<file path="src/common/vga_consts.svh">
`ifndef VGA_CONSTS_SVH
`define VGA_CONSTS_SVH

// 640x480 at 60 Hz, 25 MHz pixel clock.
`define VGA_H_VISIBLE 10'd640
`define VGA_H_FRONT   10'd16
`define VGA_H_SYNC    10'd96
`define VGA_H_BACK    10'd48
`define VGA_H_TOTAL   10'd800

`define VGA_V_VISIBLE 10'd480
`define VGA_V_FRONT   10'd10
`define VGA_V_SYNC    10'd2
`define VGA_V_BACK    10'd33
`define VGA_V_TOTAL   10'd525

`define VGA_POS_WIDTH 10
`define VGA_CFG_WIDTH 20

// Square shown after reset.
`define VGA_RST_X     10'd100
`define VGA_RST_Y     10'd100
`define VGA_RST_SIZE  10'd64
`define VGA_RST_FG    3'b100
`define VGA_RST_BG    3'b001

`endif
</file>
<file path="src/common/vga_pkg.sv">
`include "vga_consts.svh"

package vga_pkg;

    // Register select on the host port.
    typedef enum logic {
        CFG_POS   = 1'b0,
        CFG_STYLE = 1'b1
    } cfg_addr_t;

    // One host data word, read as pos or as style by cfg_addr.
    typedef union packed {
        struct packed {
            logic [`VGA_POS_WIDTH-1:0] x;
            logic [`VGA_POS_WIDTH-1:0] y;
        } pos;
        struct packed {
            logic [3:0]                unused;
            logic [2:0]                fg;
            logic [2:0]                bg;
            logic [`VGA_POS_WIDTH-1:0] size;
        } style;
    } cfg_word_t;

endpackage

</file>
<file path="src/common/vga_timing_if.sv">
`timescale 1ns/10ps

`include "vga_consts.svh"

interface vga_timing_if;

    logic                      hsync;       // Active low.
    logic                      vsync;       // Active low.
    logic                      display_on;
    logic [`VGA_POS_WIDTH-1:0] hpos;
    logic [`VGA_POS_WIDTH-1:0] vpos;
    logic                      frame_start; // Last pixel of the frame.

    modport src (
        output hsync, vsync, display_on, hpos, vpos, frame_start
    );

    modport sink (
        input hsync, vsync, display_on, hpos, vpos
    );

    modport frame (input frame_start);

endinterface

</file>
<file path="src/source/vga_square_top.sv">
`timescale 1ns/10ps

`include "vga_consts.svh"

module vga_square_top
    import vga_pkg::*;
(
    input  logic                      clk,
    input  logic                      rst_n,
    input  logic                      cfg_req,
    input  cfg_addr_t                 cfg_addr,
    input  logic [`VGA_CFG_WIDTH-1:0] cfg_data,
    output logic                      cfg_ack,
    output logic                      hsync,
    output logic                      vsync,
    output logic [2:0]                rgb
);

    vga_timing_if              tim ();

    logic [`VGA_POS_WIDTH-1:0] sq_x;
    logic [`VGA_POS_WIDTH-1:0] sq_y;
    logic [`VGA_POS_WIDTH-1:0] sq_size;
    logic [2:0]                fg;
    logic [2:0]                bg;

    vga_timing vga_timing_inst (
        .clk   ( clk   ),
        .rst_n ( rst_n ),
        .tim   ( tim   )
    );

    square_config square_config_inst (
        .clk      ( clk      ),
        .rst_n    ( rst_n    ),
        .cfg_req  ( cfg_req  ),
        .cfg_addr ( cfg_addr ),
        .cfg_data ( cfg_data ),
        .tim      ( tim      ),
        .cfg_ack  ( cfg_ack  ),
        .sq_x     ( sq_x     ),
        .sq_y     ( sq_y     ),
        .sq_size  ( sq_size  ),
        .fg       ( fg       ),
        .bg       ( bg       )
    );

    square_painter square_painter_inst (
        .clk     ( clk     ),
        .rst_n   ( rst_n   ),
        .tim     ( tim     ),
        .sq_x    ( sq_x    ),
        .sq_y    ( sq_y    ),
        .sq_size ( sq_size ),
        .fg      ( fg      ),
        .bg      ( bg      ),
        .hsync   ( hsync   ),
        .vsync   ( vsync   ),
        .rgb     ( rgb     )
    );

endmodule

</file>
<file path="src/source/square_config.sv">
`timescale 1ns/10ps

`include "vga_consts.svh"

module square_config
    import vga_pkg::*;
(
    input  logic                      clk,
    input  logic                      rst_n,
    input  logic                      cfg_req,
    input  cfg_addr_t                 cfg_addr,
    input  logic [`VGA_CFG_WIDTH-1:0] cfg_data,
    vga_timing_if.frame               tim,
    output logic                      cfg_ack,
    output logic [`VGA_POS_WIDTH-1:0] sq_x,
    output logic [`VGA_POS_WIDTH-1:0] sq_y,
    output logic [`VGA_POS_WIDTH-1:0] sq_size,
    output logic [2:0]                fg,
    output logic [2:0]                bg
);

    cfg_word_t                 word;
    logic                      wr_en;
    logic [`VGA_POS_WIDTH-1:0] pend_x;
    logic [`VGA_POS_WIDTH-1:0] pend_y;
    logic [`VGA_POS_WIDTH-1:0] pend_size;
    logic [2:0]                pend_fg;
    logic [2:0]                pend_bg;

    assign word  = cfg_data;
    assign wr_en = cfg_req && !cfg_ack; // First phase only.

    // Ack tracks req one cycle late.
    always_ff @(posedge clk or negedge rst_n) begin
        if (!rst_n) begin
            cfg_ack <= 1'b0;
        end else begin
            cfg_ack <= cfg_req;
        end
    end

    always_ff @(posedge clk or negedge rst_n) begin
        if (!rst_n) begin
            pend_x    <= `VGA_RST_X;
            pend_y    <= `VGA_RST_Y;
            pend_size <= `VGA_RST_SIZE;
            pend_fg   <= `VGA_RST_FG;
            pend_bg   <= `VGA_RST_BG;
        end else if (wr_en) begin
            if (cfg_addr == CFG_POS) begin
                pend_x <= word.pos.x;
                pend_y <= word.pos.y;
            end else begin
                pend_size <= word.style.size;
                pend_fg   <= word.style.fg;
                pend_bg   <= word.style.bg;
            end
        end
    end

    // Applied set changes only between frames.
    always_ff @(posedge clk or negedge rst_n) begin
        if (!rst_n) begin
            sq_x    <= `VGA_RST_X;
            sq_y    <= `VGA_RST_Y;
            sq_size <= `VGA_RST_SIZE;
            fg      <= `VGA_RST_FG;
            bg      <= `VGA_RST_BG;
        end else if (tim.frame_start) begin
            sq_x    <= pend_x;
            sq_y    <= pend_y;
            sq_size <= pend_size;
            fg      <= pend_fg;
            bg      <= pend_bg;
        end
    end

    a_ack_after_req: assert property (
        @(posedge clk) disable iff (!rst_n)
        $rose(cfg_ack) |-> $past(cfg_req)
    ) else $error("Ack raised without a request.");

    a_req_stable: assert property (
        @(posedge clk) disable iff (!rst_n)
        (cfg_req && $past(cfg_req && !cfg_ack)) |-> ($stable(cfg_addr) && $stable(cfg_data))
    ) else $error("Host changed address or data during a request.");

endmodule

</file>
<file path="src/vga/square_painter.sv">
`timescale 1ns/10ps

`include "vga_consts.svh"

module square_painter (
    input  logic                      clk,
    input  logic                      rst_n,
    vga_timing_if.sink                tim,
    input  logic [`VGA_POS_WIDTH-1:0] sq_x,
    input  logic [`VGA_POS_WIDTH-1:0] sq_y,
    input  logic [`VGA_POS_WIDTH-1:0] sq_size,
    input  logic [2:0]                fg,
    input  logic [2:0]                bg,
    output logic                      hsync,
    output logic                      vsync,
    output logic [2:0]                rgb
);

    logic [`VGA_POS_WIDTH:0] x_end; // One extra bit, no wrap.
    logic [`VGA_POS_WIDTH:0] y_end;
    logic                    in_x;
    logic                    in_y;
    logic [2:0]              pixel;
    logic                    de_q;

    assign x_end = {1'b0, sq_x} + {1'b0, sq_size};
    assign y_end = {1'b0, sq_y} + {1'b0, sq_size};

    assign in_x = (tim.hpos >= sq_x) && ({1'b0, tim.hpos} < x_end);
    assign in_y = (tim.vpos >= sq_y) && ({1'b0, tim.vpos} < y_end);

    always_comb begin
        if (!tim.display_on) begin
            pixel = 3'b000; // Blanking.
        end else if (in_x && in_y) begin
            pixel = fg;
        end else begin
            pixel = bg;
        end
    end

    // Colour and syncs share one register stage.
    always_ff @(posedge clk or negedge rst_n) begin
        if (!rst_n) begin
            hsync <= 1'b1;
            vsync <= 1'b1;
            rgb   <= 3'b000;
            de_q  <= 1'b0;
        end else begin
            hsync <= tim.hsync;
            vsync <= tim.vsync;
            rgb   <= pixel;
            de_q  <= tim.display_on;
        end
    end

    a_blank_black: assert property (
        @(posedge clk) disable iff (!rst_n)
        !de_q |-> (rgb == 3'b000)
    ) else $error("Colour driven outside the visible area.");

endmodule

</file>
<file path="src/vga/vga_timing.sv">
`timescale 1ns/10ps

`include "vga_consts.svh"

module vga_timing (
    input  logic       clk,
    input  logic       rst_n,
    vga_timing_if.src  tim
);

    logic [`VGA_POS_WIDTH-1:0] h_cnt;
    logic [`VGA_POS_WIDTH-1:0] v_cnt;
    logic                      h_last;
    logic                      v_last;
    logic                      h_pulse;
    logic                      v_pulse;

    assign h_last = (h_cnt == `VGA_H_TOTAL - 1'b1);
    assign v_last = (v_cnt == `VGA_V_TOTAL - 1'b1);

    always_ff @(posedge clk or negedge rst_n) begin
        if (!rst_n) begin
            h_cnt <= '0;
            v_cnt <= '0;
        end else if (h_last) begin
            h_cnt <= '0;
            if (v_last) begin
                v_cnt <= '0;
            end else begin
                v_cnt <= v_cnt + 1'b1; // Next line.
            end
        end else begin
            h_cnt <= h_cnt + 1'b1;
        end
    end

    // Sync pulses sit after the front porch.
    assign h_pulse = (h_cnt >= `VGA_H_VISIBLE + `VGA_H_FRONT) &&
                     (h_cnt <  `VGA_H_VISIBLE + `VGA_H_FRONT + `VGA_H_SYNC);
    assign v_pulse = (v_cnt >= `VGA_V_VISIBLE + `VGA_V_FRONT) &&
                     (v_cnt <  `VGA_V_VISIBLE + `VGA_V_FRONT + `VGA_V_SYNC);

    assign tim.hsync       = ~h_pulse;
    assign tim.vsync       = ~v_pulse;
    assign tim.display_on  = (h_cnt < `VGA_H_VISIBLE) && (v_cnt < `VGA_V_VISIBLE);
    assign tim.hpos        = h_cnt;
    assign tim.vpos        = v_cnt;
    assign tim.frame_start = h_last && v_last; // Both counters wrap next.

    a_pos_range: assert property (
        @(posedge clk) disable iff (!rst_n)
        (h_cnt < `VGA_H_TOTAL) && (v_cnt < `VGA_V_TOTAL)
    ) else $error("Timing counter out of range.");

endmodule

</file>
<file path="config.mk">
export PLATFORM = sky130hd
export DESIGN_NAME = vga_square_top
export DESIGN_NICKNAME = d
export VERILOG_FILES = /design/src/common/vga_pkg.sv /design/src/common/vga_timing_if.sv /design/src/source/vga_square_top.sv /design/src/source/square_config.sv /design/src/vga/square_painter.sv /design/src/vga/vga_timing.sv
export VERILOG_INCLUDE_DIRS = /design/src /design/src/common
export SDC_FILE = /design/constraint.sdc
export NUM_CORES = 1
export LEC_CHECK = 0
export ABC_AREA = 1
export BUFFER_PORTS_ARGS = -buffer_cell sky130_fd_sc_hd__buf_2
export CORE_MARGIN = 5
export CORE_UTILIZATION = 55
export CTS_CLUSTER_DIAMETER = 60
export DETAILED_ROUTE_END_ITERATION = 8
export PLACE_DENSITY = 0.8
export RECOVER_POWER = 50
export SLEW_MARGIN = 20
export SYNTH_ARGS = -nofsm -noshare
export SYNTH_HDL_FRONTEND = slang
export SYNTH_SLANG_ARGS = --single-unit
</file>
<file path="constraint.sdc">
create_clock -name clk -period 3.23 [get_ports clk]
set_input_delay 0.4845 -clock clk [delete_from_list [all_inputs] [get_ports clk]]
set_output_delay 0.4845 -clock clk [all_outputs]
set_load 0.02 [all_outputs]
</file>
Word level (Yosys, flattened, before mapping)
Index checks and enable logic that the tools add are counted.
{"block": "word_totals", "reg_bits": 98, "latch_bits": 0, "ram_bits": 0, "rom_bits": 0, "inputBits": 24, "output_inout_bits": 6, "elab_cells": 50, "memories": 0}
{"block": "classes", "add_sub_neg": 4, "multipliers": 0, "div_mod_pow": 0, "magnitude_cmp": 10, "eq_ne": 2, "shift": 0, "muxes": 4, "bitwise_logic": 3, "n_reduce_logical": 11}
{"op": "10-bit by 10-bit adder with 11-bit output", "n": 2}
{"op": "10-bit by 11-bit less-than comparator with 1-bit output", "n": 2}
{"op": "10-bit by 1-bit adder with 10-bit output (second input constant)", "n": 2}
{"op": "10-bit == test (second input constant)", "n": 2}
{"op": "10-bit greater-or-equal comparator", "n": 2}
{"op": "10-bit less-than comparator (second input constant)", "n": 2}
{"op": "10-bit by 9-bit less-than comparator with 1-bit output (second input constant)", "n": 2}
{"op": "10-bit two-way mux", "n": 2}
{"op": "10-bit greater-or-equal comparator (second input constant)", "n": 1}
{"op": "10-bit by 9-bit greater-or-equal comparator with 1-bit output (second input constant)", "n": 1}
{"op": "1-bit logical AND", "n": 8}
{"op": "3-bit two-way mux", "n": 2}
{"op": "2-bit AND reduction", "n": 2}
{"op": "1-bit inverter", "n": 3}
{"op": "1-bit zero test", "n": 1}

Longest topological paths before layout
Gate-level depths: netlist of the first run.
{"block": "depth", "ltp_word": 6, "ltp_mapped": 21, "mapped_depth_nobuf": 21}

By module
A second synthesis of the first run with hierarchy kept.
{"block": "hier_totals", "hier_cells": 794, "area_unflattened_um2": 6258.5}
{"module": "square_config", "n_inst": 1, "cells_each": 316, "area_each_um2": 2950.3, "seq_area_each_um2": 1849.3}
{"module": "square_painter", "n_inst": 1, "cells_each": 311, "area_each_um2": 2078.2, "seq_area_each_um2": 127.6}
{"module": "vga_timing", "n_inst": 1, "cells_each": 167, "area_each_um2": 1229.9, "seq_area_each_um2": 500.5}

Worst setup path after synthesis of the first run
OpenSTA, ideal clock, no wires.
{"block": "synth_timing", "kind": "register to register", "from": "register square_config_inst.sq_y[0]", "to": "register square_painter_inst.rgb[0]", "setup_ns": 0.071, "arrival_ns": 2.544, "required_ns": 3.159, "path_slack_ns": 0.615, "stages_incl_launch_ff": 21, "n_path_buf": 0, "synth_period_minus_slack_ns": 2.615, "cell_sequence": "dfrtp_1 > ha_1 > fa_1 > inv_1 > nor2_1 > nor2_1 > xor2_1 > ha_1 > nand2_1 > inv_1 > a21oi_1 > nand2_1 > nand2_1 > nand2_1 > nand2_1 > nand2_1 > nand2_1 > nand3_1 > nand2_1 > inv_1 > nor2_1"}
{"block": "synth_between", "elab_chain_cells": 6, "word_cells_on_any_way": 7, "classes_between": "add/sub: 1; order compare: 2; mux: 2; reduce/logical: 2"}
{"element": "start: declaration", "line": "square_config.sv:16", "source": "output logic [`VGA_POS_WIDTH-1:0] sq_y,"}
{"element": "start signal: assignment", "line": "square_config.sv:65", "source": "sq_y <= `VGA_RST_Y;"}
{"element": "start signal: assignment", "line": "square_config.sv:71", "source": "sq_y <= pend_y;"}
{"element": "10-bit by 10-bit adder with 11-bit output", "line": "square_painter.sv:27", "source": "assign y_end = {1'b0, sq_y} + {1'b0, sq_size};"}
{"element": "10-bit by 11-bit less-than comparator with 1-bit output", "line": "square_painter.sv:30", "source": "assign in_y = (tim.vpos >= sq_y) && ({1'b0, tim.vpos} < y_end);"}
{"element": "1-bit logical AND (*)", "line": "square_painter.sv:30"}
{"element": "1-bit logical AND (*)", "line": "square_painter.sv:35", "source": "end else if (in_x && in_y) begin"}
{"element": "3-bit two-way mux (*)", "line": "square_painter.sv:35"}
{"element": "3-bit two-way mux (*)", "line": "square_painter.sv:33", "source": "if (!tim.display_on) begin"}
{"element": "named net square_painter_inst.pixel[0]", "line": "square_painter.sv:23", "source": "logic [2:0] pixel;"}
{"element": "end signal: assignment", "line": "square_painter.sv:52", "source": "rgb <= pixel;"}
{"element": "end: declaration", "line": "square_painter.sv:16", "source": "output logic [2:0] rgb"}
Mark *: on every way through the listed nets, which the timed path passes. The rest lies on a longest branch.
A chain may end at the register's enable or synchronous reset.

Final worst setup path of the first run
{"block": "layout_timing", "from": "register square_config_inst.sq_y[0]", "to": "register square_painter_inst.rgb[2]"}
The elaborated chain is that of the path after synthesis.

==> impl_metrics.csv, run 1 <==
group,metric,value,unit
synth,syn_area,5810,um^2
critical_path,path_buf_inv,3,
floorplanning,core-area,10300,um^2
global_routing,grt_pass1_wl,21800,um
global_routing,track_usage,20.8,%
synth,avgSynthCellArea,9.13,um^2
synth,syn_inst,637,
critical_path,worst-setup-path-type,"flip-flop to flip-flop",
routing,vias_per_cell,5.55,
global_routing,grt_max_degree,99,
clocking,post_cts_buffers,0,
clocking,clk_latency,0.37,ns
clocking,htree_levels,3,
sta,finalCritPeriodShare,92.5,%
routing,ant_nets,0,
placement,routabilityCongestion,0.966,
pwr,ir_worst_vdd,245,uV
cells_and_area,final_nets,759,
min_path,hp-class,"input port to flip-flop",
cells_and_area,drive_gt1_share,17.9,%
routing,vias,4503,
synth,ys_types,37,
pwr,power_density,354,nW/um^2
floorplanning,die_h,113,um
routing,remaining_drc_errors,0,
cells_and_area,num_antenna_cells,0,
cells_and_area,area_delta_synth_final,8.50,%
critical_path,path_max_fanout,4,
clocking,cts_root_buf,"clkbuf_8",
critical_path,cp_common_cell,"nand2_1",
clocking,cts_buffers,9,
critical_path,max_stage_delay,0.43,ns
sta,setup_violations,0,
placement,dp_hpwl,9470,um
global_routing,antenna_found_initial,0,
clocking,cts_sinks,98,
clocking,cts_tree,"done",
floorplanning,start_util,56.3,%
critical_path,crit_path_top_delay_cell,"fa_1",
sta,slew_violations,99,
pwr,leakage,0.00323,uW
routing,wl_per_cell,15.4,um
cells_and_area,final_core_utilization,61.1,%
synth,yosys_warnings,0,
routing,routed_wirelength,12500,um
floorplanning,rows,37,
job,maxCapViolations,1,
placement,io_buffer_count,29,
sta,rsz0062_at_grt,"no",
synth,synth_fp_nets,725,
global_routing,grt.met3_usage,3.48,%
clocking,path_clk_slew,0.10,ns
routing,first_pass_iters,5,
global_routing,grtUsageMet1,27.9,%
critical_path,path_delay_family,"simple AND/OR/NAND/NOR gates",
global_routing,grt_use_met2,35.0,%
critical_path,cp_data_arrival_time,3.28,ns
floorplanning,die_area,12700,um^2
sta,relSlewSlack,-57.8,%
sta,hold_violations,0,
critical_path,endpoint_kind,"flip-flop",
global_routing,busiest_layer,"met2",
synth,yosysSeqAreaShare,42.6,%
sta,skew,0.0102,ns
sta,finalWorstPathRequiredPeriod,2.99,ns
global_routing,grt_pass1_vias,4681,
global_routing,grt_remaining_overflow,0,
critical_path,critPathRequiredTime,3.53,ns
synth,synth_seq_cells,98,
cells_and_area,fill_cells,871,
critical_path,cp-start-kind,"flip-flop",
floorplanning,ios,30,
routing,initialDrtViolationCount,274,
floorplanning,fp.dieW,113,um
status,status,"complete, but fails checks",
status,violations,"max-capacitance violations, max-slew violations",
sta,tightest_slew,2.37,ns
critical_path,path_cells,"ha_1, fa_1, inv_1, nor2_1, nor2_2, xor2_1, ha_1, nand2_1, inv_1, a21oi_1, nand2_1, nand2_1, nand2_1, nand2_1, nand2_1, nand2_1, nand3_1, nand2_1, inv_1, nor2_1",
clocking,cts_buffer_depth,2,
sta,fmax,0.335,GHz
sta,tns,0,ns
==> metal layers <==
layer | wire (um) | part of all wire [%]
met2 | 6040 | 48
met4 | 208 | 1.7
met3 | 531 | 4.2
met1 | 5730 | 46
met5 | 0 | 0
==> report_power, final <==
part | leakage (uW) | total, uW | internal (uW) | switching (uW)
clock | 0.0000925 | 766 | 314 | 452
combinational | 0.00190 | 118 | 47.0 | 70.6
sequential | 0.00124 | 1350 | 1310 | 38.9
==> worst reg2reg max path, delay by kind of cell, from the launching register on <==
kind | cells | cell delay (ns)
and+or+nand+nor | 12 | 1.03
adders and majority gates | 3 | 0.96
DFF | 1 | 0.41
buffers and inverters | 3 | 0.19
xor gates and xnor gates | 1 | 0.17
AOI/OAI and AO/OA | 1 | 0.15
==> path summary, 6_finish.rpt <==
path                                                            from                                        end  slack, ns  cells past startpoint
setup / recovery              square_config_inst.sq_y[0]$_DFFE_PN0P_       square_painter_inst.rgb[2]$_DFF_PN0_       0.24                     20
hold / removal                                               cfg_req       square_config_inst.cfg_ack$_DFF_PN0_       0.26                      1
setup reg to reg              square_config_inst.sq_y[0]$_DFFE_PN0P_       square_painter_inst.rgb[2]$_DFF_PN0_       0.24                     20
hold reg to reg            square_config_inst.pend_bg[1]$_DFFE_PN0P_  square_config_inst.pend_bg[1]$_DFFE_PN0P_       0.49                      2
max in group asynchronous                                      rst_n  square_config_inst.sq_size[5]$_DFFE_PN0P_       0.91                      2
min in group asynchronous                                      rst_n      vga_timing_inst.tim.hpos[3]$_DFF_PN0_       0.92                      2
==> cells in the mapped netlist <==
master,number,share of area [%]
dfstp_2,20,9.0
o211ai_1,2,0.26
o21ai_0,43,3.7
xnor2_1,4,0.60
inv_1,88,5.7
o221ai_1,1,0.15
nor2_2,3,0.32
o2111ai_1,2,0.30
buf_4,4,0.52
nor4_1,4,0.43
and3b_1,1,0.15
xor2_1,18,2.7
mux2_2,39,7.6
a21oi_1,37,3.2
nor3b_2,1,0.22
nor3_4,2,0.56
ha_1,62,13
nand3_4,1,0.30
a31oi_1,2,0.22
dfrtp_1,78,34
o31ai_1,1,0.13
a21o_1,3,0.39
clkbuf_1,6,0.39
nor3b_1,3,0.39
nand4_1,12,1.3
inv_2,1,0.064
nor3_1,9,0.77
nand2_1,122,7.9
mux2_1,1,0.19
o21a_1,2,0.26
clkinv_2,1,0.086
nand2_4,1,0.19
nand3_1,18,1.5
nand2_2,2,0.22
fa_1,2,0.69
nor2_1,40,2.6
nand3b_1,1,0.13
==> placed cells by master (no fill, tap or decap), types with 3 or more instances in the layout <==
| master | instances |
|---|---|
| o21ai_0 | 43 |
| dfstp_2 | 20 |
| nor2_1 | 39 |
| xor2_1 | 18 |
| buf_4 | 3 |
| nor2_2 | 3 |
| nor4_1 | 4 |
| inv_1 | 88 |
| nor3b_1 | 3 |
| buf_2 | 27 |
| ha_1 | 62 |
| mux2_2 | 39 |
| clkbuf_8 | 10 |
| nor3_1 | 8 |
| a21o_1 | 3 |
| nand4_1 | 12 |
| nand2_1 | 122 |
| xnor2_1 | 4 |
| nand3_1 | 18 |
| a21oi_1 | 36 |
| dfrtp_1 | 78 |
==> stage by stage <==
step / hold slack (ns) / power, uW / std cells / worst slack (ns) / instance area [um^2]
finish: 0.256 / 2240 / 812 / 0.243 / 6310
CTS: 0.184 / 2250 / 812 / 0.241 / 6310
detailed placement: 0.471 / 1500 / 796 / 0.287 / 6130
global placement: 0.464 / 1490 / 796 / 0.389 / 6130
global route: 0.256 / 2340 / 812 / 0.00282 / 6310
floorplan: 0.189 / 1430 / 637 / 0.615 / 5810
==> final cells by class <==
type	count	area, um^2	share of cell area [%]
sequential	98	2480	39.3
clock buffer	11	141	2.24
timing repair buffer	33	174	2.76
inverter	90	339	5.37
clock inverter	5	45.0	0.714
multi-input combinational	439	2960	46.9
tap	136	170	2.70
==> logic make-up after synthesis <==
| family | Yosys count | share of synthesized area, % |
|---|---|---|
| buf+inv | 100 | 6.74 |
| fa+ha+maj | 64 | 14.0 |
| flops | 98 | 42.6 |
| mux | 40 | 7.75 |
| xor+xnor | 22 | 3.31 |
| simple gates | 220 | 17.0 |
| compound gates | 93 | 8.59 |
==> flip-flops by register name, indices dropped and copies added (netlist names), 10 cells and up <==
register and flops:
square_config_inst.pend_y 10, square_config_inst.sq_x 10, square_config_inst.pend_size 10, square_config_inst.sq_size 10, vga_timing_inst.tim.hpos 10, vga_timing_inst.tim.vpos 10
square_config_inst.pend_x 10, square_config_inst.sq_y 10
==> repair_timing <==
action                                  CTS  global route
hold buffers                              0             0
endpoints found under the setup margin    0             3
resized for setup                         0             3
(Power assumes the default switching activity.)
==> run 2: changes to the inputs <==
--- a/config.mk
+++ b/config.mk
@@ -10,10 +10,12 @@
 export BUFFER_PORTS_ARGS = -buffer_cell sky130_fd_sc_hd__buf_2
 export CORE_MARGIN = 5
 export CORE_UTILIZATION = 55
+export CTS_BUF_LIST = sky130_fd_sc_hd__clkbuf_8
 export CTS_CLUSTER_DIAMETER = 60
 export DETAILED_ROUTE_END_ITERATION = 8
 export PLACE_DENSITY = 0.8
 export RECOVER_POWER = 50
+export SKIP_CTS_REPAIR_TIMING = 1
 export SLEW_MARGIN = 20
 export SYNTH_ARGS = -nofsm -noshare
 export SYNTH_HDL_FRONTEND = slang
==> impl_metrics.csv, run 2 (synthesis results as in run 1) <==
group,metric,value,unit
cells_and_area,num_antenna_cells,0,
clocking,cts_buffer_depth,2,
global_routing,track_usage,20.8,%
placement,place_worst_setup_slack,0.287,ns
routing,first_pass_iters,5,
sta,relSlewSlack,-57.6,%
cells_and_area,area_delta_synth_final,8.50,%
sta,tightest_slew,2.36,ns
global_routing,grt_pass1_wl,21800,um
routing,vias,4515,
critical_path,path_max_fanout,4,
sta,finalCritPeriodShare,92.4,%
routing,remaining_drc_errors,0,
pwr,leakage,0.00323,uW
clocking,clk_latency,0.37,ns
critical_path,r2r_slack,0.25,ns
clocking,cts_tree,"done",
pwr,power,2230,uW
pwr,power_switching,562,uW
floorplanning,die_area,12700,um^2
critical_path,endpoint_kind,"flip-flop",
sta,fmax,0.335,GHz
critical_path,critPathRequiredTime,3.53,ns
pwr,combPwrFrac,5.3,%
critical_path,cp-start-kind,"flip-flop",
pwr,power_frac_seq,60.6,%
critical_path,startpoint,"square_config_inst.sq_y[0]$_DFFE_PN0P_",
placement,io_buffer_count,29,
floorplanning,die_h,113,um
critical_path,worst-setup-path-type,"flip-flop to flip-flop",
routing,wl_per_cell,15.4,um
status,status,"complete, but fails checks",
sta,slew_violations,99,
placement,dp_hpwl,9470,um
clocking,path_clk_slew,0.10,ns
job,maxCapViolations,1,
global_routing,grt_remaining_overflow,0,
status,violations,"max-capacitance violations, max-slew violations",
global_routing,grt_max_degree,99,
clocking,htree_levels,3,
critical_path,cp_data_arrival_time,3.28,ns
pwr,power_density,354,nW/um^2
floorplanning,ios,30,
pwr,ir_worst_vdd,245,uV
clocking,cts_buffers,9,
floorplanning,rows,37,
pwr,clkPwrFrac,34.2,%
global_routing,antenna_found_initial,0,
sta,worst_slack,0.245,ns
min_path,hp-class,"input port to flip-flop",
pwr,p_int,1670,uW
cells_and_area,final_cell_mix,"nand2_1, inv_1, dfrtp_1",
sta,finalWorstPathRequiredPeriod,2.98,ns
min_path,hold-path-cell-count,1,
floorplanning,start_util,56.3,%
sta,rsz0062_at_grt,"no",
routing,ant_nets,0,
routing,vias_per_cell,5.56,
critical_path,endpoint,"square_painter_inst.rgb[2]$_DFF_PN0_",
placement,routabilityCongestion,0.966,
clocking,cts_root_buf,"clkbuf_8",
critical_path,reg2reg_to,"square_painter_inst.rgb[2]$_DFF_PN0_",
floorplanning,fp.dieW,113,um
sta,tns,0,ns
sta,skew,0.0100,ns
pwr,p_sw_share,25.1,%
critical_path,worst-r2r-cell-count,20,
cells_and_area,final_common_cell,"nand2_1",
routing,initialDrtViolationCount,275,
routing,routed_wirelength,12500,um
sta,setup_violations,0,
sta,hold_violations,0,
clocking,cts_sinks,98,
critical_path,r2r-start,"square_config_inst.sq_y[0]$_DFFE_PN0P_",
cells_and_area,final_nets,759,
cells_and_area,drive_gt1_share,17.9,%
global_routing,grt_pass1_vias,4681,
floorplanning,core-area,10300,um^2
==> run 2: worst min path at each step <==
stage | to | start | slack, ns
finish | square_config_inst.cfg_ack$_DFF_PN0_ | cfg_req | 0.26
global route | square_config_inst.cfg_ack$_DFF_PN0_ | cfg_req | 0.26
CTS | vga_timing_inst.tim.vpos[1]$_DFFE_PN0N_ | rst_n | 0.18
detailed placement | square_config_inst.pend_size[9]$_DFFE_PN0P_ | square_config_inst.pend_size[9]$_DFFE_PN0P_ | 0.47
global placement | square_config_inst.pend_size[5]$_DFFE_PN0P_ | square_config_inst.pend_size[5]$_DFFE_PN0P_ | 0.46
floorplan | square_config_inst.bg[1]$_DFFE_PN0P_ | rst_n | 0.19
==> run 2: layout make-up <==
class | instances | area, um^2
Clock buffer | 10 | 138
Multi-Input combinational cell | 439 | 2960
Fill cell | 871 | 4020
Inverter | 90 | 339
Sequential cell | 98 | 2480
Clock inverter | 6 | 48.8
Timing Repair Buffer | 33 | 174
Tap cell | 136 | 170
==> run 2: power groups by stage <==
stage | registers (uW) | logic (uW) | clock network (uW)
floorplan | 1360 | 66.2 | 0
global placement | 1370 | 117 | 0
detailed placement | 1370 | 124 | 0
CTS | 1350 | 124 | 774
global route | 1360 | 141 | 830
finish | 1350 | 117 | 763
==> run 2: metrics by stage <==
step | utilization, % | instances | hold slack [ns] | area (um^2)
floorplan | - | 637 | 0.189 | 5810
global placement | 59.4 | 796 | 0.464 | 6130
detailed placement | 59.4 | 796 | 0.471 | 6130
CTS | 61.2 | 812 | 0.184 | 6310
global route | 61.1 | 812 | 0.256 | 6310
finish | 61.1 | 812 | 0.256 | 6310
==> run 2: layer usage <==
| metal | vias to the layer above | track usage [%] | part of all wire [%] |
|---|---|---|---|
| met5 | - | 0 | 0 |
| met3 | 29 | 3.48 | 4.3 |
| met1 | 2167 | 27.9 | 46 |
| met4 | 0 | 6.01 | 1.8 |
| li1 | 2184 | - | - |
| met2 | 135 | 35.0 | 48 |
==> run 2: worst max-delay path, stage by stage (launching register included) <==
cell and delay (ns):
dfrtp_1 0.41, ha_1 0.26, fa_1 0.43, inv_1 0.10, nor2_1 0.06, nor2_2 0.14, xor2_1 0.17, ha_1 0.26
nand2_1 0.10, inv_1 0.05, a21oi_1 0.15, nand2_1 0.07, nand2_1 0.05, nand2_1 0.05, nand2_1 0.06, nand2_1 0.05
nand2_1 0.11, nand3_1 0.14, nand2_1 0.08, inv_1 0.04, nor2_1 0.12
==> run 3: changes to the inputs <==
--- a/config.mk
+++ b/config.mk
@@ -9,11 +9,11 @@
 export ABC_AREA = 1
 export BUFFER_PORTS_ARGS = -buffer_cell sky130_fd_sc_hd__buf_2
 export CORE_MARGIN = 5
-export CORE_UTILIZATION = 55
+export CORE_UTILIZATION = 64
 export CTS_BUF_LIST = sky130_fd_sc_hd__clkbuf_8
 export CTS_CLUSTER_DIAMETER = 60
 export DETAILED_ROUTE_END_ITERATION = 8
-export PLACE_DENSITY = 0.8
+export PLACE_DENSITY = 0.9
 export RECOVER_POWER = 50
 export SKIP_CTS_REPAIR_TIMING = 1
 export SLEW_MARGIN = 20
==> impl_metrics.csv, run 3 (synthesis results as in run 1) <==
group,metric,value,unit
status,status,"complete, but fails checks",
status,violations,"max-capacitance violations, max-slew violations",
global_routing,track_usage,24.7,%
clocking,cts_tree,"done",
clocking,cts_sinks,98,
critical_path,critPathRequiredTime,3.53,ns
sta,fmax,0.340,GHz
critical_path,cp_common_cell,"nand2_1",
sta,relSlewSlack,-25.4,%
pwr,combPwrFrac,5.3,%
floorplanning,fp.dieW,105,um
pwr,power_switching,582,uW
routing,first_pass_iters,5,
floorplanning,die_area,11100,um^2
critical_path,max_stage_delay,0.43,ns
cells_and_area,fin_cells,785,
global_routing,antenna_found_initial,0,
sta,skew,0.0122,ns
cells_and_area,area_delta_synth_final,8.50,%
critical_path,cp-start-kind,"flip-flop",
cells_and_area,final_common_cell,"nand2_1",
critical_path,path_cells,"ha_1, a21oi_1, o21ai_0, a21oi_2, nor2_1, nor2_1, xor2_1, ha_1, a21oi_1, nand2_1, nand2_1, nand2_1, nand2_1, nand3_1, nand2_1, inv_1, nor2_1",
sta,finalWorstPathRequiredPeriod,2.94,ns
clocking,cts_buffers,9,
placement,io_buffer_count,29,
pwr,leakage,0.00323,uW
routing,ant_nets,0,
floorplanning,start_util,66.0,%
sta,worst_slack,0.286,ns
pwr,p_int,1730,uW
placement,dp_hpwl,9860,um
cells_and_area,final_cell_mix,"nand2_1, inv_1, dfrtp_1",
clocking,path_clk_slew,0.10,ns
routing,vias,4606,
routing,wl_per_cell,16.8,um
pwr,clkPwrFrac,35.9,%
routing,vias_per_cell,5.87,
pwr,p_sw_share,25.2,%
placement,routabilityCongestion,0.980,
min_path,hp-class,"input port to flip-flop",
pwr,ir_worst_vdd,323,uV
critical_path,path_max_fanout,6,
sta,tightest_slew,1.88,ns
routing,remaining_drc_errors,0,
global_routing,grt_pass1_vias,4567,
critical_path,worst-setup-path-type,"flip-flop to flip-flop",
sta,slew_violations,35,
sta,hold_violations,0,
floorplanning,die_h,105,um
sta,setup_violations,0,
critical_path,cp_data_arrival_time,3.25,ns
floorplanning,rows,34,
cells_and_area,fill_cells,653,
routing,routed_wirelength,13200,um
cells_and_area,final_nets,760,
sta,finalCritPeriodShare,91.2,%
global_routing,grt_max_degree,38,
cells_and_area,multi_input_area,2980,um^2
cells_and_area,num_antenna_cells,0,
pwr,power,2310,uW
critical_path,crit_path_top_delay_cell,"dfrtp_1",
sta,tns,0,ns
pwr,power_frac_seq,58.8,%
critical_path,endpoint_kind,"flip-flop",
routing,initialDrtViolationCount,296,
clocking,cts_buffer_depth,2,
clocking,clk_latency,0.37,ns
global_routing,grt_remaining_overflow,0,
sta,rsz0062_at_grt,"no",
placement,place_worst_setup_slack,0.273,ns
clocking,htree_levels,3,
floorplanning,ios,30,
floorplanning,core-area,8810,um^2
placement,dp_cells,769,
job,maxCapViolations,1,
cells_and_area,drive_gt1_share,18.8,%
global_routing,grt_pass1_wl,21700,um
cells_and_area,regArea,2480,um^2
pwr,power_density,366,nW/um^2
clocking,cts_root_buf,"clkbuf_8",
## run 3: power by group through the flow
stage	logic (uW)	registers, uW	clock network, uW
2_1_floorplan	66.2	1360	0
3_3_place_gp	115	1370	0
3_5_place_dp	126	1380	0
4_1_cts	126	1360	845
5_1_grt	143	1360	889
6_report	122	1360	829
## run 3: layer usage
layer	global-route usage [%]	wire length (um)	up-vias
met4	11.9	496	0
met5	0	0	-
li1	-	-	2174
met3	5.38	857	36
met1	32.4	5710	2242
met2	38.9	6120	154
## run 3: critical path, delay by kind of cell, from the launching register on
family	cells	cell delay [ns]
AOI/OAI and AO/OA	4	0.73
buffers and inverters	1	0.04
xor gates and xnor gates	1	0.19
DFF	1	0.43
adders and majority gates	2	0.65
and+or+nand+nor	9	0.82
## run 3: worst paths after layout
check,startpoint,slack [ns],depth (start not counted),endpoint
worst max-delay path,square_config_inst.sq_size[3]$_DFFE_PN0P_,0.29,17,square_painter_inst.rgb[0]$_DFF_PN0_
worst min-delay path,cfg_req,0.25,1,square_config_inst.cfg_ack$_DFF_PN0_
worst max register to register,square_config_inst.sq_size[3]$_DFFE_PN0P_,0.29,17,square_painter_inst.rgb[0]$_DFF_PN0_
worst min register to register,square_config_inst.pend_x[1]$_DFFE_PN0P_,0.49,2,square_config_inst.pend_x[1]$_DFFE_PN0P_
max in group asynchronous,rst_n,0.97,2,square_config_inst.fg[0]$_DFFE_PN0P_
min in group asynchronous,rst_n,0.62,1,vga_timing_inst.tim.hpos[5]$_DFF_PN0_
## run 3: stage by stage
step | utilization, % | hold slack, ns | cell area [um^2]
3_5_place_dp | 69.1 | 0.468 | 6090
4_1_cts | 71.4 | 0.0482 | 6290
3_3_place_gp | 69.1 | 0.458 | 6090
5_1_grt | 71.6 | 0.235 | 6310
6_report | 71.6 | 0.252 | 6310
2_1_floorplan | - | 0.189 | 5810
## run 3: cell type report
class	instances	area share (%)
inverter	90	5.37
multi-input combinational	439	47.3
clock inverter	7	1.21
sequential	98	39.3
tap	108	2.14
timing repair buffer	34	2.78
clock buffer	9	1.96
